--- config.mk ---
export PLATFORM = sky130hd
export DESIGN_NAME = clockControl
export DESIGN_NICKNAME = d
export VERILOG_FILES = /design/src/periphPkg.sv /design/src/clockControl.sv
export VERILOG_INCLUDE_DIRS = /design/src /design/src/src
export SDC_FILE = /design/constraint.sdc
export NUM_CORES = 1
export LEC_CHECK = 0
export ABC_AREA = 1
export BUFFER_PORTS_ARGS = -buffer_cell sky130_fd_sc_hd__buf_4
export CAP_MARGIN = 40
export CELL_PAD_IN_SITES_DETAIL_PLACEMENT = 0
export CELL_PAD_IN_SITES_GLOBAL_PLACEMENT = 1
export CORE_MARGIN = 2
export CORE_UTILIZATION = 41
export DETAILED_ROUTE_END_ITERATION = 8
export GPL_ROUTABILITY_DRIVEN = 0
export PLACE_DENSITY = 0.83
export SYNTH_ARGS = -nofsm -noshare
export SYNTH_HDL_FRONTEND = slang
export SYNTH_SLANG_ARGS = --single-unit
--- constraint.sdc ---
create_clock -name iCLK_50 -period 1.9 [get_ports iCLK_50]
set_input_delay 0 -clock iCLK_50 [delete_from_list [all_inputs] [get_ports iCLK_50]]
set_output_delay 0 -clock iCLK_50 [all_outputs]
set_load 0.01 [all_outputs]
--- src/periph_macros.svh ---
// Peripheral bus constants
// Bus widths, the data bus address map, the stopwatch
// prescale and the LFSR feedback mask

`ifndef PERIPH_MACROS_SVH
`define PERIPH_MACROS_SVH

//////////////////////////////////////////////////
// Bus widths
//////////////////////////////////////////////////
`define BUS_WIDTH       32
`define BE_WIDTH        4               // One enable per byte lane

//////////////////////////////////////////////////
// Address map
//////////////////////////////////////////////////
`define MEM_BASE        32'h1001_0000   // Data segment
`define MEM_WORDS       256

`define SW_LO_ADDR      32'hFF20_0510   // Stopwatch low word
`define SW_HI_ADDR      32'hFF20_0514   // Stopwatch high word
`define LFSR_ADDR       32'hFF20_0518

`define BRK_ADDR_ADDR   32'hFF20_0600   // Break address
`define BRK_CTRL_ADDR   32'hFF20_0604   // Enable on write, status on read

//////////////////////////////////////////////////
// Timing and generators
//////////////////////////////////////////////////
`define US_PRESCALE     50              // 50 MHz cycles per microsecond

// Galois mask for a right-shifting register
`define LFSR_TAPS       32'h8020_0003

`endif
--- src/periphPkg.sv ---
// Peripheral bus types
// Word, address and byte-enable vectors plus the state
// and target encodings shared by the peripheral blocks

`include "periph_macros.svh"

package periphPkg;

    typedef logic [`BUS_WIDTH-1:0] busAddr_t;
    typedef logic [`BUS_WIDTH-1:0] busData_t;
    typedef logic [`BE_WIDTH-1:0]  byteEn_t;

    // CPU clock source
    typedef enum logic {
        MODE_STEP,              // One tick per KEY[2] press
        MODE_DIVIDED            // Free running from SW
    } clkMode_t;

    typedef enum logic {
        BRK_RUN,
        BRK_HALT
    } brkState_t;

    // Decoder target
    typedef enum logic [2:0] {
        SEL_NONE,
        SEL_MEM,
        SEL_SW_LO,
        SEL_SW_HI,
        SEL_LFSR,
        SEL_BRK_ADDR,
        SEL_BRK_CTRL
    } periphSel_t;

endpackage

--- src/clockControl.sv ---
// CPU clock controller
// Synchronizes the board keys and turns them into press pulses.
// Produces the cpuTick enable from single step or from the SW
// divider, and holds it off while the break unit is halted.

`timescale 1ns/1ps
`include "periph_macros.svh"

module clockControl
    import periphPkg::*;
(
    input  logic       iCLK_50,
    input  logic       arstN,
    input  logic [3:0] KEY,         // Active low
    input  logic [4:0] SW,          // fdiv
    input  logic       halted,
    output logic       cpuTick,
    output clkMode_t   mode,
    output logic       resumePress
);

    logic [3:0] keySync1;
    logic [3:0] keySync2;
    logic [3:0] keyPrev;
    logic [3:0] keyPress;           // One cycle per press
    logic       stepPulse;
    logic [4:0] divCnt;
    logic [4:0] fdivEff;
    logic       divHit;

    //////////////////////////////////////////////////
    // Key synchronizer and press detect
    //////////////////////////////////////////////////
    always_ff @(posedge iCLK_50 or negedge arstN) begin
        if (!arstN) begin
            keySync1 <= '1;
            keySync2 <= '1;
            keyPrev  <= '1;
            keyPress <= '0;
        end else begin
            keySync1 <= KEY;
            keySync2 <= keySync1;
            keyPrev  <= keySync2;
            keyPress <= keyPrev & ~keySync2;   // High to low
        end
    end

    //////////////////////////////////////////////////
    // Mode, step and divider
    //////////////////////////////////////////////////
    assign fdivEff = (SW == 5'd0) ? 5'd1 : SW;
    assign divHit  = (mode == MODE_DIVIDED) && (divCnt >= fdivEff - 5'd1);

    always_ff @(posedge iCLK_50 or negedge arstN) begin
        if (!arstN) begin
            mode      <= MODE_STEP;
            stepPulse <= 1'b0;
            divCnt    <= '0;
        end else begin
            if (keyPress[3])
                mode <= (mode == MODE_STEP) ? MODE_DIVIDED : MODE_STEP;
            // Presses while halted are dropped here
            stepPulse <= keyPress[2] && !halted && (mode == MODE_STEP);
            // KEY[0] realigns the divider phase
            if (mode != MODE_DIVIDED || keyPress[0])
                divCnt <= '0;
            else if (!halted)
                divCnt <= divHit ? 5'd0 : divCnt + 5'd1;   // Frozen while halted
        end
    end

    assign cpuTick     = stepPulse | (divHit & ~halted);
    assign resumePress = keyPress[1];

    // Halt must block both tick sources
    assert property (@(posedge iCLK_50) disable iff (!arstN) !(cpuTick && halted))
        else $error("cpuTick while halted");

endmodule

# Yosys cells after proc, flatten, opt, wreduce, memory -nomap -nowiden
# Index checks and enable logic that the tools add are counted.
[word_totals]
regBits = 23
in_bits = 12
out_inout_bits = 3
word_cells = 28
[classes]
add_sub_neg = 2
order_cmp = 1
eq_ne = 1
mux = 5
bitwise = 6
reduce_logical = 6
[op_table]
columns = ["cell", "n"]
rows = [
  ["$mux W5", 4],
  ["$add A5 B1 Y5 const B", 1],
  ["$ge A5 B5 Y1", 1],
  ["$logic_not A5 Y1", 1],
  ["$sub A5 B1 Y5 const B", 1],
  ["$and A4 B4 Y4", 1],
  ["$not A4 Y4", 1],
  ["$logic_and A1 B1 Y1", 3],
  ["$ne A2 B1 Y1 const B", 1],
  ["$not A1 Y1", 2],
  ["$and A1 B1 Y1", 1],
  ["$logic_not A1 Y1", 1],
  ["$logic_or A1 B1 Y1", 1],
  ["$mux W1", 1],
  ["$or A1 B1 Y1", 1],
]

# Longest topological paths before layout
# Gate-level depths: netlist (run 1).
[logic_depth]
depth_word = 8
mapped_depth = 15
depth_no_buf = 15

# Worst setup path before layout (run 1)
# Ideal clock, no wire load.
[synth_path]
path_kind = "input to register"
start = "input port SW[2]"
end = "register divCnt[3]"
setup_ps = 65
t_arrival_ps = 1609
required_time_ps = 1835
slack_ps = 226
path_stages = 15
path_buffers = 0
path_cell_list = "nor2_1 > nand3_1 > o21ai_0 > inv_1 > ha_1 > nand2_1 > xor2_1 > ha_1 > nand2_1 > inv_1 > a21oi_1 > nand2_1 > nand2_1 > nand2_1 > nand2_1"
[synth_via]
elab_chain_cells = 8
[synth_rtl]
columns = ["element", "line_no", "source"]
rows = [
  ["start: declaration", "clockControl.sv:15", "input logic [4:0] SW,"],
  ["$logic_not A5 Y1", "clockControl.sv:51", "assign fdivEff = (SW == 5'd0) ? 5'd1 : SW;"],
  ["$mux W5 (*)", "clockControl.sv:51", ""],
  ["$sub A5 B1 Y5 (*)", "clockControl.sv:52", "assign divHit = (mode == MODE_DIVIDED) && (divCnt >= fdivEff - 5'd1);"],
  ["$ge A5 B5 Y1 (*)", "clockControl.sv:52", ""],
  ["$logic_and A1 B1 Y1 (*)", "clockControl.sv:52", ""],
  ["$mux W5 (*)", "clockControl.sv:68", "divCnt <= divHit ? 5'd0 : divCnt + 5'd1;"],
  ["$mux W5 (*)", "clockControl.sv:67", "else if (!halted)"],
  ["$mux W5 (*)", "clockControl.sv:65", "if (mode != MODE_DIVIDED || keyPress[0])"],
  ["end signal: assignment", "clockControl.sv:68", ""],
  ["end: declaration", "clockControl.sv:27", "logic [4:0] divCnt;"],
]
# Every way passes the cells marked *; elsewhere a longest branch is shown, timed or not. The select of a mux whose other input is x is not followed.
# A chain may end at the register's enable or synchronous reset.

# Worst setup path after layout (run 1)
[layout_path]
start = "input port SW[2]"
end = "output port cpuTick"
[layout_via]
elab_chain_cells = 7
[layout_rtl]
columns = ["element", "line_no", "source"]
rows = [
  ["$logic_not A5 Y1", "clockControl.sv:51", ""],
  ["$mux W5 (*)", "clockControl.sv:51", ""],
  ["$sub A5 B1 Y5 (*)", "clockControl.sv:52", ""],
  ["$ge A5 B5 Y1 (*)", "clockControl.sv:52", ""],
  ["$logic_and A1 B1 Y1 (*)", "clockControl.sv:52", ""],
  ["$and A1 B1 Y1 (*)", "clockControl.sv:72", "assign cpuTick = stepPulse | (divHit & ~halted);"],
  ["$or A1 B1 Y1 (*)", "clockControl.sv:72", ""],
  ["end: declaration", "clockControl.sv:17", "output logic cpuTick,"],
]
# Every way passes the cells marked *; elsewhere a longest branch is shown, timed or not.

==> results of run 1 <==
## power breakdown
group / total, mW / switching (mW) / internal (mW)
sequential: 0.587 / 0.0463 / 0.541
combinational: 0.226 / 0.116 / 0.110
clock: 0.216 / 0.135 / 0.0818
total: 1.03 / 0.297 / 0.733
## final cells by class
cell class,instances,area [sq um]
sequential,23,590.6
multi-input combinational,65,389.1
timing repair buffer,27,225.2
tap,30,37.54
clock buffer,4,26.28
inverter,22,82.58
fill,233,1081
## sequential cells by signal, summed over array words and instances (netlist names)
name       cells
keySync2       4
keySync1       4
keyPrev        4
keyPress       4
mode           1
divCnt         5
stepPulse      1
## routing by layer
layer	routed length [microns]	global-route usage (%)	vias up
met3	38	1.667	2
li1	-	-	391
met1	729	15.05	358
met4	10	7.500	0
met2	961	24.59	7
met5	0	0	-
## path summary, 6_finish.rpt
check / to
worst max register to register: divCnt[1]$_DFFE_PN0P_
min in group iCLK_50: keySync1[1]$_DFF_PN1_
worst min-delay path: keyPress[1]$_DFF_PN0_
worst min register to register: keySync2[2]$_DFF_PN1_
worst max-delay path: cpuTick
max in group asynchronous: keyPrev[0]$_DFF_PN1_
## stage by stage
stage | area [sq um] | TNS [ns]
6_report | 1351 | 0
5_1_grt | 1351 | -0.05620
4_1_cts | 1290 | 0
3_5_place_dp | 1197 | -0.5756
3_3_place_gp | 1197 | -0.3372
2_1_floorplan | 1025 | 0
## repair_timing
action,4_1_cts,5_1_grt
pin swaps,0,12
buffers inserted,0,3
setup endpoints to repair,1,5
hold buffers,6,0
endpoints found under the hold margin,29,0
resized for setup,2,12
## cells by family after synthesis
family                   Yosys count
AND/OR/NAND/NOR                   48
flip-flops                        23
buffers and inverters             22
adder cells (fa/ha/maj)            7
AO/OA/AOI/OAI                      6
XOR/XNOR                           4
## worst register-to-register path: stages (launching register included)
cell and delay [ns]:
sky130_fd_sc_hd__dfrtp_1 0.45, sky130_fd_sc_hd__ha_1 0.31, sky130_fd_sc_hd__nand2_2 0.06, sky130_fd_sc_hd__nor2_1 0.08, sky130_fd_sc_hd__nand3_1 0.09, sky130_fd_sc_hd__nand2_1 0.09, sky130_fd_sc_hd__nand2_1 0.12, sky130_fd_sc_hd__nand2_1 0.09
sky130_fd_sc_hd__nand2_1 0.05
## placed cells by master, fill, tap and decap left out
cell type                       synthesis  routed
sky130_fd_sc_hd__a21oi_1                3       2
sky130_fd_sc_hd__a21oi_2                0       1
sky130_fd_sc_hd__buf_4                  0      19
sky130_fd_sc_hd__buf_6                  0       2
sky130_fd_sc_hd__clkbuf_1               0       1
sky130_fd_sc_hd__clkbuf_4               0       3
sky130_fd_sc_hd__dfrtp_1               11      11
sky130_fd_sc_hd__dfstp_2               12      12
sky130_fd_sc_hd__dlygate4sd3_1          0       6
sky130_fd_sc_hd__ha_1                   7       6
sky130_fd_sc_hd__ha_4                   0       1
sky130_fd_sc_hd__inv_1                 21      19
sky130_fd_sc_hd__inv_2                  1       3
sky130_fd_sc_hd__nand2_1               29      27
sky130_fd_sc_hd__nand2_2                0       2
sky130_fd_sc_hd__nand3_1                6       5
sky130_fd_sc_hd__nand3_2                0       1
sky130_fd_sc_hd__nor2_1                11      10
sky130_fd_sc_hd__nor2_2                 1       1
sky130_fd_sc_hd__nor2_4                 0       1
sky130_fd_sc_hd__nor3_2                 1       1
sky130_fd_sc_hd__o21ai_0                2       1
sky130_fd_sc_hd__o21ai_2                0       1
sky130_fd_sc_hd__o31ai_1                1       1
sky130_fd_sc_hd__xnor2_1                1       1
sky130_fd_sc_hd__xor2_1                 3       3
==> flow_summary.html, run 1 <==
<table>
<tr><th>Metric</th><th>Value</th></tr>
<tr><th colspan="2">Status</th></tr>
<tr><td>Status</td><td>finished clean</td></tr>
<tr><th colspan="2">Setup path</th></tr>
<tr><td>Maximum net fanout on the critical path</td><td>2</td></tr>
<tr><td>Worst path arrival time</td><td>approximately 1.8 ns</td></tr>
<tr><td>Reg2reg path depth</td><td>8</td></tr>
<tr><td>Origin of the worst setup path</td><td>SW[2]</td></tr>
<tr><td>Source of the worst register-to-register timing path</td><td>divCnt[3]$_DFFE_PN0P_</td></tr>
<tr><td>Buf/Inv on CP</td><td>3</td></tr>
<tr><td>Most numerous cell on the critical path</td><td>sky130_fd_sc_hd__nand2_1</td></tr>
<tr><td>Crit. End Element</td><td>output port</td></tr>
<tr><td>Slowest cell on the critical path</td><td>sky130_fd_sc_hd__ha_1</td></tr>
<tr><td>Critical-path cell list</td><td>buf_4 -&gt; nor2_4 -&gt; nand3_2 -&gt; o21ai_2 -&gt; inv_2 -&gt; ha_4 -&gt; nand2_2 -&gt; xor2_1 -&gt; ha_1 -&gt; nand2_1 -&gt; nand2_1 -&gt; a21oi_2 -&gt; nand2_1 -&gt; nand3_1 -&gt; nand2_1 -&gt; buf_6</td></tr>
<tr><td>Setup slack of the most critical reg-to-reg path</td><td>roughly 0.45 ns</td></tr>
<tr><td>Slowest stage delay, CP</td><td>~0.27 ns</td></tr>
<tr><td>Critical Path Stages</td><td>16</td></tr>
<tr><td>WS Path Type</td><td>input pin to output port</td></tr>
<tr><td>Type of element launching the critical path</td><td>input pin</td></tr>
<tr><td>Top Family by Delay on Critical Path</td><td>simple AND/OR/NAND/NOR gates</td></tr>
<tr><td>Data required time of the worst path</td><td>1.90 ns</td></tr>
<tr><th colspan="2">Placed design</th></tr>
<tr><td>Port Buf Inserts</td><td>14</td></tr>
<tr><td>Worst-case setup slack after placement</td><td>-0.1355 ns</td></tr>
<tr><td>Placed wire-length estimate</td><td>approximately 1.2 mm</td></tr>
<tr><td>Instance count after placement with tap cells included</td><td>around 160</td></tr>
<tr><th colspan="2">Clock tree</th></tr>
<tr><td>Clock tree from TritonCTS</td><td>yes</td></tr>
<tr><td>Clock Sinks</td><td>23</td></tr>
<tr><td>Clock transition at the register clock pins on the worst setup and hold paths after CTS</td><td>between 0.1 and 0.15 ns</td></tr>
<tr><td>Number of H-tree branching levels</td><td>1</td></tr>
<tr><td>Clock latency on the worst-skew pair</td><td>~0.30 ns</td></tr>
<tr><td>Total CTS buffers</td><td>3</td></tr>
<tr><td>Clock Path Buffers</td><td>2</td></tr>
<tr><td>CTS root buffer</td><td>sky130_fd_sc_hd__clkbuf_4</td></tr>
<tr><th colspan="2">Worst hold path</th></tr>
<tr><td>Hold WC Path Type</td><td>input pin to async pin</td></tr>
<tr><th colspan="2">Drt</th></tr>
<tr><td>Via count</td><td>roughly 760</td></tr>
<tr><td>Pre-antenna DRT Iters</td><td>4</td></tr>
<tr><td>Number of routed nets with antenna violations</td><td>0</td></tr>
<tr><td>Wire length reported by the detailed router</td><td>~1.7 mm</td></tr>
<tr><td>DRC marker count from the first detailed-route iteration</td><td>6</td></tr>
<tr><td>Post-route DRC violation count</td><td>0</td></tr>
<tr><td>Average detailed-routed wire length per instance</td><td>approximately 10 microns</td></tr>
<tr><td>Via-to-Cell Ratio</td><td>roughly 4.4</td></tr>
<tr><th colspan="2">Floorplanning</th></tr>
<tr><td>Floorplan die width</td><td>54.00 microns</td></tr>
<tr><td>Standard cell core area</td><td>~0.0024 sq mm</td></tr>
<tr><td>Die Area</td><td>0.002915 sq mm</td></tr>
<tr><td>Vert. Die Dim</td><td>54.00 microns</td></tr>
<tr><td>Core Rows</td><td>18</td></tr>
<tr><td>Initial core utilization</td><td>between 40% and 50%</td></tr>
<tr><td>Top Ports</td><td>15</td></tr>
<tr><th colspan="2">Layout</th></tr>
<tr><td>Net count of the finished layout</td><td>about 160</td></tr>
<tr><td>Final core area utilization</td><td>55.56%</td></tr>
<tr><td>Layout cell share with drive strength beyond 1</td><td>around 34%</td></tr>
<tr><td>Inserted Diodes</td><td>0</td></tr>
<tr><td>Synthesis-to-layout area growth</td><td>31.87%</td></tr>
<tr><td>Filler-free cell count of the finished design</td><td>roughly 170</td></tr>
<tr><th colspan="2">Synth</th></tr>
<tr><td>Netlist area before placement</td><td>approximately 0.0010 sq mm</td></tr>
<tr><td>Top-count cell post-synth</td><td>sky130_fd_sc_hd__nand2_1</td></tr>
<tr><td>Sequential area share after synthesis</td><td>about 58%</td></tr>
<tr><td>Most used DFF post-synth</td><td>sky130_fd_sc_hd__dfstp_2</td></tr>
<tr><td>Mean Syn Cell Area</td><td>roughly 9.3 sq um</td></tr>
<tr><td>Top cells by instance count after synthesis</td><td>29 x sky130_fd_sc_hd__nand2_1, 21 x sky130_fd_sc_hd__inv_1, 12 x sky130_fd_sc_hd__dfstp_2, 11 x sky130_fd_sc_hd__dfrtp_1, 11 x sky130_fd_sc_hd__nor2_1</td></tr>
<tr><td>Yosys reg bits</td><td>23</td></tr>
<tr><td>Most area-hungry cell type in the Yosys netlist</td><td>sky130_fd_sc_hd__dfstp_2</td></tr>
<tr><td>Top cells by area in the synthesized netlist</td><td>sky130_fd_sc_hd__dfstp_2 31%, sky130_fd_sc_hd__dfrtp_1 27%, sky130_fd_sc_hd__nand2_1 11%</td></tr>
<tr><td>Synthesized Nets</td><td>approximately 130</td></tr>
<tr><td>Multiplexer share of the synthesized area</td><td>0%</td></tr>
<tr><td>Number of flops mapped to enable cells by yosys</td><td>0</td></tr>
<tr><td>Number of library cell types mapped by synthesis</td><td>15</td></tr>
<tr><td>Number of warnings issued by yosys</td><td>0</td></tr>
<tr><td>Area share of xor/xnor cells in the synthesized design</td><td>under 10%</td></tr>
<tr><td>Adder and majority cell fraction of the synthesized area</td><td>under 10%</td></tr>
<tr><td>Share of flip-flops with an asynchronous set or reset</td><td>100.0%</td></tr>
<tr><td>Simple-gate portion of the synthesized area</td><td>19.17%</td></tr>
<tr><td>Number of standard cells after synthesis</td><td>110</td></tr>
<tr><td>Dominant combinational cell family by area after synthesis</td><td>simple AND/OR/NAND/NOR gates</td></tr>
<tr><td>Area share of the largest cell type after synthesis</td><td>~30%</td></tr>
<tr><td>Synth Area in Compound Gates</td><td>between 3 and 4%</td></tr>
<tr><th colspan="2">GRT</th></tr>
<tr><td>Wire length of the first global-routing pass</td><td>approximately 2.7 mm</td></tr>
<tr><td>Largest net degree at the start of global routing</td><td>24</td></tr>
<tr><td>Number of global-route vias before repair</td><td>684</td></tr>
<tr><td>Antenna violations before repair</td><td>0</td></tr>
<tr><td>Remaining global-route overflow</td><td>0</td></tr>
<tr><td>Total routing resource utilization after global routing</td><td>a little over an eighth</td></tr>
<tr><th colspan="2">STA</th></tr>
<tr><td>Ratio of final minimum period to clock period</td><td>about nine tenths</td></tr>
<tr><td>Number of endpoints failing setup at the final stage</td><td>0</td></tr>
<tr><td>Worst Skew</td><td>0.008409 ns</td></tr>
<tr><td>Worst-Margin Slew</td><td>between 0.2 and 0.3 ns</td></tr>
<tr><td>Final worst-path setup slack</td><td>around 0.15 ns</td></tr>
<tr><td>Max Fclk</td><td>around 570 MHz</td></tr>
<tr><td>Number of hold violations in the final report</td><td>0</td></tr>
<tr><td>Smallest hold slack</td><td>0.1102 ns</td></tr>
<tr><td>Minimum period implied by the final worst setup slack</td><td>roughly 1.7 ns</td></tr>
<tr><td>Tightest slew margin relative to the limit</td><td>81.56%</td></tr>
<tr><td>Final Max Slew Viols</td><td>0</td></tr>
<tr><th colspan="2">Power and ir drop</th></tr>
<tr><td>Leakage</td><td>0.7086 nW</td></tr>
<tr><td>Worst supply voltage drop on vdd</td><td>647.2 uV</td></tr>
<tr><td>Power density over the cells</td><td>~760 mW/mm^2</td></tr>
<tr><td>Total Power</td><td>around 1.0 mW</td></tr>
<tr><th colspan="2">Job</th></tr>
<tr><td>Count of maximum capacitance violations</td><td>0</td></tr>
</table>
Power figures use the tool's default switching activity.
==> inputs of run 2 (changes only) <==
--- a/config.mk
+++ b/config.mk
@@ -9,13 +9,12 @@
 export ABC_AREA = 1
 export BUFFER_PORTS_ARGS = -buffer_cell sky130_fd_sc_hd__buf_4
 export CAP_MARGIN = 40
-export CELL_PAD_IN_SITES_DETAIL_PLACEMENT = 0
-export CELL_PAD_IN_SITES_GLOBAL_PLACEMENT = 1
 export CORE_MARGIN = 2
-export CORE_UTILIZATION = 41
+export CORE_UTILIZATION = 46
 export DETAILED_ROUTE_END_ITERATION = 8
 export GPL_ROUTABILITY_DRIVEN = 0
-export PLACE_DENSITY = 0.83
+export PLACE_DENSITY = 0.74
+export SKIP_CTS_REPAIR_TIMING = 1
 export SYNTH_ARGS = -nofsm -noshare
 export SYNTH_HDL_FRONTEND = slang
 export SYNTH_SLANG_ARGS = --single-unit
==> run 2 against run 1 <==
  * Non-clock buffer count down 4
  * Final cell count down 3.5%
  * Sequential share of layout area up 0.87 points
  * Register-to-register slack about the same
  * Routed wire length up 3.2%
  * Cell area down 1.9%
  * Critical endpoint unchanged
  * Highest routed layer unchanged
==> flow_summary.html, run 2 (same netlist as run 1, synthesis figures left out) <==
<table>
<tr><th>Metric</th><th>Value</th></tr>
<tr><th colspan="2">STA</th></tr>
<tr><td>Tightest slew margin relative to the limit</td><td>about four fifths</td></tr>
<tr><td>Max Fclk</td><td>roughly 540 MHz</td></tr>
<tr><td>Final Max Slew Viols</td><td>0</td></tr>
<tr><td>Ratio of final minimum period to clock period</td><td>96.80%</td></tr>
<tr><td>Worst-Margin Slew</td><td>about 0.27 ns</td></tr>
<tr><td>Worst Skew</td><td>about 0.0018 ns</td></tr>
<tr><td>Smallest hold slack</td><td>0.1052 ns</td></tr>
<tr><td>Number of hold violations in the final report</td><td>0</td></tr>
<tr><td>Minimum period implied by the final worst setup slack</td><td>around 1.8 ns</td></tr>
<tr><td>Number of endpoints failing setup at the final stage</td><td>0</td></tr>
<tr><td>Final worst-path setup slack</td><td>0.06077 ns</td></tr>
<tr><th colspan="2">Clock tree</th></tr>
<tr><td>Clock transition at the register clock pins on the worst setup and hold paths after CTS</td><td>~0.12 ns</td></tr>
<tr><td>Number of H-tree branching levels</td><td>1</td></tr>
<tr><td>Clock Path Buffers</td><td>2</td></tr>
<tr><td>Clock latency on the worst-skew pair</td><td>approximately 0.30 ns</td></tr>
<tr><td>Clock Sinks</td><td>23</td></tr>
<tr><td>Total CTS buffers</td><td>3</td></tr>
<tr><td>Clock tree from TritonCTS</td><td>yes</td></tr>
<tr><td>CTS root buffer</td><td>sky130_fd_sc_hd__clkbuf_4</td></tr>
<tr><th colspan="2">Status</th></tr>
<tr><td>Status</td><td>finished clean</td></tr>
<tr><th colspan="2">Floorplanning</th></tr>
<tr><td>Standard cell core area</td><td>0.002148 sq mm</td></tr>
<tr><td>Core Rows</td><td>17</td></tr>
<tr><td>Vert. Die Dim</td><td>about 51 microns</td></tr>
<tr><td>Die Area</td><td>approximately 0.0026 sq mm</td></tr>
<tr><td>Floorplan die width</td><td>51.20 microns</td></tr>
<tr><td>Top Ports</td><td>15</td></tr>
<tr><td>Initial core utilization</td><td>between 40 and 50%</td></tr>
<tr><th colspan="2">Placed design</th></tr>
<tr><td>Port Buf Inserts</td><td>14</td></tr>
<tr><td>Area after DPL</td><td>approximately 0.0012 sq mm</td></tr>
<tr><td>Placed wire-length estimate</td><td>about 1.2 mm</td></tr>
<tr><td>Worst-case setup slack after placement</td><td>-0.1465 ns</td></tr>
<tr><th colspan="2">Layout</th></tr>
<tr><td>Number of inserted filler cells in the final layout</td><td>just under 200</td></tr>
<tr><td>Synthesis-to-layout area growth</td><td>29.30%</td></tr>
<tr><td>Final Instance Area</td><td>roughly 0.0013 sq mm</td></tr>
<tr><td>Top reg by flops</td><td>divCnt</td></tr>
<tr><td>Most frequent cells in the layout</td><td>28 x sky130_fd_sc_hd__nand2_1, 19 x sky130_fd_sc_hd__inv_1, 14 x sky130_fd_sc_hd__buf_4</td></tr>
<tr><td>Leading cell type in the layout, fill and taps excluded</td><td>sky130_fd_sc_hd__nand2_1</td></tr>
<tr><td>Final core area utilization</td><td>between 60% and 70%</td></tr>
<tr><td>Inserted Diodes</td><td>0</td></tr>
<tr><td>Net count of the finished layout</td><td>~160</td></tr>
<tr><td>Layout cell share with drive strength beyond 1</td><td>between 30% and 40%</td></tr>
<tr><td>Number of flip-flops under the largest register name</td><td>5</td></tr>
<tr><th colspan="2">GRT</th></tr>
<tr><td>Total routing resource utilization after global routing</td><td>between 10% and 20%</td></tr>
<tr><td>Antenna violations before repair</td><td>0</td></tr>
<tr><td>Largest net degree at the start of global routing</td><td>24</td></tr>
<tr><td>Remaining global-route overflow</td><td>0</td></tr>
<tr><td>Number of global-route vias before repair</td><td>726</td></tr>
<tr><td>Wire length of the first global-routing pass</td><td>approximately 2.9 mm</td></tr>
<tr><th colspan="2">Worst hold path</th></tr>
<tr><td>Hold WC Path Type</td><td>input pin to async pin</td></tr>
<tr><th colspan="2">Setup path</th></tr>
<tr><td>Type of element launching the critical path</td><td>input pin</td></tr>
<tr><td>Maximum net fanout on the critical path</td><td>2</td></tr>
<tr><td>WS Path Type</td><td>input pin to output port</td></tr>
<tr><td>Crit. End Element</td><td>output port</td></tr>
<tr><td>Data required time of the worst path</td><td>~1.9 ns</td></tr>
<tr><td>Worst path arrival time</td><td>between 1.5 and 2 ns</td></tr>
<tr><td>Setup slack of the most critical reg-to-reg path</td><td>approximately 0.44 ns</td></tr>
<tr><th colspan="2">Drt</th></tr>
<tr><td>Via-to-Cell Ratio</td><td>4.503</td></tr>
<tr><td>Wire length reported by the detailed router</td><td>between 1.5 and 2 mm</td></tr>
<tr><td>Number of routed nets with antenna violations</td><td>0</td></tr>
<tr><td>Post-route DRC violation count</td><td>0</td></tr>
<tr><td>Pre-antenna DRT Iters</td><td>4</td></tr>
<tr><td>DRC marker count from the first detailed-route iteration</td><td>4</td></tr>
<tr><td>Average detailed-routed wire length per instance</td><td>~11 microns</td></tr>
<tr><td>Via count</td><td>743</td></tr>
<tr><th colspan="2">Power and ir drop</th></tr>
<tr><td>Power density over the cells</td><td>~770 mW/mm^2</td></tr>
<tr><td>Leakage</td><td>0.6978 nW</td></tr>
<tr><td>Total Power</td><td>a little over 1 mW</td></tr>
<tr><td>Worst supply voltage drop on vdd</td><td>between 600 and 700 uV</td></tr>
<tr><th colspan="2">Job</th></tr>
<tr><td>Count of maximum capacitance violations</td><td>0</td></tr>
</table>
-- run 2: area by class of cell --
class | count | area [sq um] | area share (%)
inverters | 22 | 82.58 | 6.232
clock inverters | 1 | 5.005 | 0.3777
clock buffers | 3 | 22.52 | 1.700
flip-flops and latches | 23 | 590.6 | 44.57
repair buffers | 23 | 198.9 | 15.01
multi-input cells | 65 | 390.4 | 29.46
well taps | 28 | 35.03 | 2.644
-- run 2: worst max-delay path: stages --
cell                      delay, ns
sky130_fd_sc_hd__buf_6         0.10
sky130_fd_sc_hd__nor2_4        0.11
sky130_fd_sc_hd__nand3_2       0.07
sky130_fd_sc_hd__o21ai_1       0.14
sky130_fd_sc_hd__inv_1         0.10
sky130_fd_sc_hd__ha_4          0.18
sky130_fd_sc_hd__nand2_2       0.07
sky130_fd_sc_hd__xor2_1        0.16
sky130_fd_sc_hd__ha_1          0.27
sky130_fd_sc_hd__nand2_1       0.09
sky130_fd_sc_hd__inv_1         0.05
sky130_fd_sc_hd__a21oi_2       0.14
sky130_fd_sc_hd__nand2_1       0.10
sky130_fd_sc_hd__nand3_1       0.07
sky130_fd_sc_hd__nand2_1       0.07
sky130_fd_sc_hd__buf_6         0.12
-- run 2: power by group --
group | switching [mW] | internal, mW
combinational | 0.118 | 0.108
clock | 0.135 | 0.0785
sequential | 0.0459 | 0.541
-- run 2: final timing paths --
path                                          to                   from  cells after the start
setup / recovery                         cpuTick                  SW[3]                     16
hold / removal             divCnt[2]$_DFFE_PN0P_                  arstN                      2
setup reg to reg           divCnt[4]$_DFFE_PN0P_  divCnt[3]$_DFFE_PN0P_                      8
hold reg to reg            keySync2[2]$_DFF_PN1_  keySync1[2]$_DFF_PN1_                      0
max in group asynchronous   keyPrev[1]$_DFF_PN1_                  arstN                      2
min in group iCLK_50       keySync1[0]$_DFF_PN1_                 KEY[0]                      2
-- run 2: routing by layer --
metal | track usage [%] | wire length, microns | up-vias | part of all wire (%)
met1 | 17.83 | 767 | 342 | 43
met2 | 27.06 | 968 | 12 | 54
met4 | 6.757 | 12 | 0 | 0.67
met5 | 0 | 0 | - | 0
met3 | 1.754 | 47 | 2 | 2.6
li1 | - | - | 387 | -
-- run 2: metrics by stage --
| stage | TNS (ns) | instances |
|---|---|---|
| after floorplan | 0 | 110 |
| after global placement | -0.1798 | 154 |
| after detailed placement | -0.6362 | 154 |
| after CTS | -0.07262 | 158 |
| after global routing | -0.06696 | 165 |
| final | 0 | 165 |
==> inputs of run 3 (changes only) <==
--- a/config.mk
+++ b/config.mk
@@ -11,10 +11,12 @@
 export CAP_MARGIN = 40
 export CORE_MARGIN = 2
 export CORE_UTILIZATION = 46
+export CTS_CLUSTER_SIZE = 16
 export DETAILED_ROUTE_END_ITERATION = 8
 export GPL_ROUTABILITY_DRIVEN = 0
-export PLACE_DENSITY = 0.74
+export PLACE_DENSITY = 0.71
 export SKIP_CTS_REPAIR_TIMING = 1
+export SKIP_LAST_GASP = 1
 export SYNTH_ARGS = -nofsm -noshare
 export SYNTH_HDL_FRONTEND = slang
 export SYNTH_SLANG_ARGS = --single-unit
==> run 3 against run 2 <==
  * Sequential share of layout area is 0.42 points lower
  * Clock power about the same
  * Highest routed layer unchanged
  * Clock-buffer cell count rose by 1
  * Sequential power about the same
  * Setup slack lost 0.012 ns
  * Non-clock buffer count rose by 3
  * Final cell count is 1.8% higher
  * Combinational power up 2%
  * Clock skew increased by 0.00050 ns
  * Core utilization increased by 0.58 points
==> flow_summary.html, run 3 (same netlist as run 1, synthesis figures left out) <==
<table>
<tr><th>Metric</th><th>Value</th></tr>
<tr><th colspan="2">Status</th></tr>
<tr><td>Status</td><td>finished clean</td></tr>
<tr><th colspan="2">Clock tree</th></tr>
<tr><td>Clock Path Buffers</td><td>2</td></tr>
<tr><td>Clock Sinks</td><td>23</td></tr>
<tr><td>Total CTS buffers</td><td>3</td></tr>
<tr><td>Clock transition at the register clock pins on the worst setup and hold paths after CTS</td><td>between 0.1 and 0.15 ns</td></tr>
<tr><td>Number of H-tree branching levels</td><td>1</td></tr>
<tr><td>Clock tree from TritonCTS</td><td>yes</td></tr>
<tr><td>Clock latency on the worst-skew pair</td><td>a little under 0.3 ns</td></tr>
<tr><td>CTS root buffer</td><td>sky130_fd_sc_hd__clkbuf_4</td></tr>
<tr><th colspan="2">STA</th></tr>
<tr><td>Worst-Margin Slew</td><td>between 0.2 and 0.3 ns</td></tr>
<tr><td>Number of endpoints failing setup at the final stage</td><td>0</td></tr>
<tr><td>Final worst-path setup slack</td><td>between 0.04 and 0.05 ns</td></tr>
<tr><td>Setup TNS</td><td>0 ns</td></tr>
<tr><td>Number of hold violations in the final report</td><td>0</td></tr>
<tr><td>Worst Skew</td><td>roughly 0.0023 ns</td></tr>
<tr><td>Minimum period implied by the final worst setup slack</td><td>about 1.9 ns</td></tr>
<tr><td>Smallest hold slack</td><td>~0.13 ns</td></tr>
<tr><td>Max Fclk</td><td>about 540 MHz</td></tr>
<tr><td>Ratio of final minimum period to clock period</td><td>a little over nine tenths</td></tr>
<tr><td>Final Max Slew Viols</td><td>0</td></tr>
<tr><td>Tightest slew margin relative to the limit</td><td>between 80 and 90%</td></tr>
<tr><th colspan="2">Layout</th></tr>
<tr><td>Leading cell type in the layout, fill and taps excluded</td><td>sky130_fd_sc_hd__nand2_1</td></tr>
<tr><td>Number of inserted filler cells in the final layout</td><td>184</td></tr>
<tr><td>Inserted Diodes</td><td>0</td></tr>
<tr><td>Layout cell share with drive strength beyond 1</td><td>about a third</td></tr>
<tr><td>Net count of the finished layout</td><td>160</td></tr>
<tr><td>Final core area utilization</td><td>slightly above 60%</td></tr>
<tr><td>Most frequent cells in the layout</td><td>27 x sky130_fd_sc_hd__nand2_1, 19 x sky130_fd_sc_hd__buf_4, 18 x sky130_fd_sc_hd__inv_1</td></tr>
<tr><td>Final Instance Area</td><td>between 0.001 and 0.0015 sq mm</td></tr>
<tr><td>Number of flip-flops under the largest register name</td><td>5</td></tr>
<tr><td>Top reg by flops</td><td>divCnt</td></tr>
<tr><td>Synthesis-to-layout area growth</td><td>30.52%</td></tr>
<tr><td>Filler-free cell count of the finished design</td><td>~170</td></tr>
<tr><th colspan="2">Setup path</th></tr>
<tr><td>Crit path to</td><td>cpuTick</td></tr>
<tr><td>Critical-path cell list</td><td>buf_4 -&gt; nor2_4 -&gt; nand3_2 -&gt; o21ai_2 -&gt; inv_2 -&gt; ha_4 -&gt; nand2_2 -&gt; xor2_1 -&gt; ha_1 -&gt; nand2_1 -&gt; nand2_1 -&gt; a21oi_2 -&gt; nand2_1 -&gt; nand3_1 -&gt; nand2_1 -&gt; buf_6</td></tr>
<tr><td>Maximum net fanout on the critical path</td><td>2</td></tr>
<tr><td>Setup slack of the most critical reg-to-reg path</td><td>roughly 0.34 ns</td></tr>
<tr><td>Crit. End Element</td><td>output port</td></tr>
<tr><td>Slowest stage delay, CP</td><td>0.27 ns</td></tr>
<tr><td>Data required time of the worst path</td><td>1.90 ns</td></tr>
<tr><td>Worst path arrival time</td><td>between 1.5 and 2 ns</td></tr>
<tr><td>Type of element launching the critical path</td><td>input pin</td></tr>
<tr><td>Most numerous cell on the critical path</td><td>sky130_fd_sc_hd__nand2_1</td></tr>
<tr><td>Slowest cell on the critical path</td><td>sky130_fd_sc_hd__ha_1</td></tr>
<tr><td>Origin of the worst setup path</td><td>SW[3]</td></tr>
<tr><td>Worst reg2reg endpoint</td><td>divCnt[3]$_DFFE_PN0P_</td></tr>
<tr><td>WS Path Type</td><td>input pin to output port</td></tr>
<tr><td>Source of the worst register-to-register timing path</td><td>divCnt[3]$_DFFE_PN0P_</td></tr>
<tr><td>Reg2reg path depth</td><td>9</td></tr>
<tr><th colspan="2">Drt</th></tr>
<tr><td>Via-to-Cell Ratio</td><td>between 4 and 5</td></tr>
<tr><td>Pre-antenna DRT Iters</td><td>4</td></tr>
<tr><td>Top routing layer in use</td><td>met4</td></tr>
<tr><td>Met2 Routed Length</td><td>around 940 microns</td></tr>
<tr><td>Number of routed nets with antenna violations</td><td>0</td></tr>
<tr><td>DRC marker count from the first detailed-route iteration</td><td>9</td></tr>
<tr><td>Post-route DRC violation count</td><td>0</td></tr>
<tr><td>Met3 layer wire length in the routed design</td><td>between 80 and 90 microns</td></tr>
<tr><td>Average detailed-routed wire length per instance</td><td>approximately 11 microns</td></tr>
<tr><td>Wire length reported by the detailed router</td><td>~1.8 mm</td></tr>
<tr><td>Sum of routed wire segments on met1</td><td>roughly 760 microns</td></tr>
<tr><td>Via count</td><td>788</td></tr>
<tr><th colspan="2">Placed design</th></tr>
<tr><td>Instance count after placement with tap cells included</td><td>between 150 and 200</td></tr>
<tr><td>Port Buf Inserts</td><td>14</td></tr>
<tr><td>Area after DPL</td><td>~0.0012 sq mm</td></tr>
<tr><td>Placed wire-length estimate</td><td>1.243 mm</td></tr>
<tr><td>Worst-case setup slack after placement</td><td>-0.1581 ns</td></tr>
<tr><th colspan="2">Worst hold path</th></tr>
<tr><td>Hold WC Path Type</td><td>input pin to async pin</td></tr>
<tr><th colspan="2">GRT</th></tr>
<tr><td>Wire length of the first global-routing pass</td><td>around 2.9 mm</td></tr>
<tr><td>Total routing resource utilization after global routing</td><td>14.45%</td></tr>
<tr><td>Antenna violations before repair</td><td>0</td></tr>
<tr><td>Number of global-route vias before repair</td><td>between 700 and 800</td></tr>
<tr><td>Remaining global-route overflow</td><td>0</td></tr>
<tr><td>Largest net degree at the start of global routing</td><td>24</td></tr>
<tr><th colspan="2">Job</th></tr>
<tr><td>Count of maximum capacitance violations</td><td>0</td></tr>
<tr><th colspan="2">Power and ir drop</th></tr>
<tr><td>Leakage</td><td>~0.70 nW</td></tr>
<tr><td>Total Power</td><td>roughly 1.0 mW</td></tr>
<tr><td>Power density over the cells</td><td>just under 800 mW/mm^2</td></tr>
<tr><td>Worst supply voltage drop on vdd</td><td>just under 600 uV</td></tr>
<tr><th colspan="2">Floorplanning</th></tr>
<tr><td>Standard cell core area</td><td>between 0.002 and 0.0025 sq mm</td></tr>
<tr><td>Die Area</td><td>~0.0026 sq mm</td></tr>
<tr><td>Vert. Die Dim</td><td>around 51 microns</td></tr>
<tr><td>Floorplan die width</td><td>just over 50 microns</td></tr>
<tr><td>Core Rows</td><td>17</td></tr>
<tr><td>Initial core utilization</td><td>47.70%</td></tr>
<tr><td>Top Ports</td><td>15</td></tr>
</table>
-- run 3: cell count changes in the layout (fill, tap and decap cells not counted), sizes merged --
cell,before,now
buf,17,20
clkinv,1,0
clkbuf,3,4
-- run 3: layout make-up --
class                           instances  area (sq um)  area share [%]
Sequential cell                        23         590.6           44.15
Multi-Input combinational cell         65         389.1           29.09
Timing Repair Buffer                   26         214.0           16.00
Inverter                               22         82.58           6.174
Tap cell                               28         35.03           2.619
Clock buffer                            4         26.28           1.964
-- run 3: how the worst min path moves through the flow --
stage	startpoint	endpoint	slack, ns
global placement	arstN	keyPress[0]$_DFF_PN0_	-0.10
CTS	arstN	divCnt[4]$_DFFE_PN0P_	-0.43
global route	arstN	divCnt[2]$_DFFE_PN0P_	0.15
detailed placement	arstN	stepPulse$_DFF_PN0_	-0.1
floorplan	arstN	divCnt[0]$_DFFE_PN0P_	-0.30
finish	arstN	divCnt[4]$_DFFE_PN0P_	0.13
-- run 3: critical path, delay by kind of cell --
family,cells,cell delay (ns)
and+or+nand+nor,8,0.64
adders and majority gates,2,0.44
AOI/OAI and AO/OA,2,0.28
buffers and inverters,3,0.31
xor gates and xnor gates,1,0.17
-- run 3: per-layer routing --
layer | GRT usage (%) | vias to the layer above
met5 | 0 | -
met4 | 5.405 | 0
met3 | 2.047 | 4
met2 | 27.06 | 22
met1 | 16.44 | 371
li1 | - | 391
-- run 3: power by group --
| part | internal, mW | switching, mW |
|---|---|---|
| Sequential | 0.541 | 0.0483 |
| Clock | 0.0816 | 0.129 |
| Combinational | 0.111 | 0.120 |
| Total | 0.734 | 0.297 |
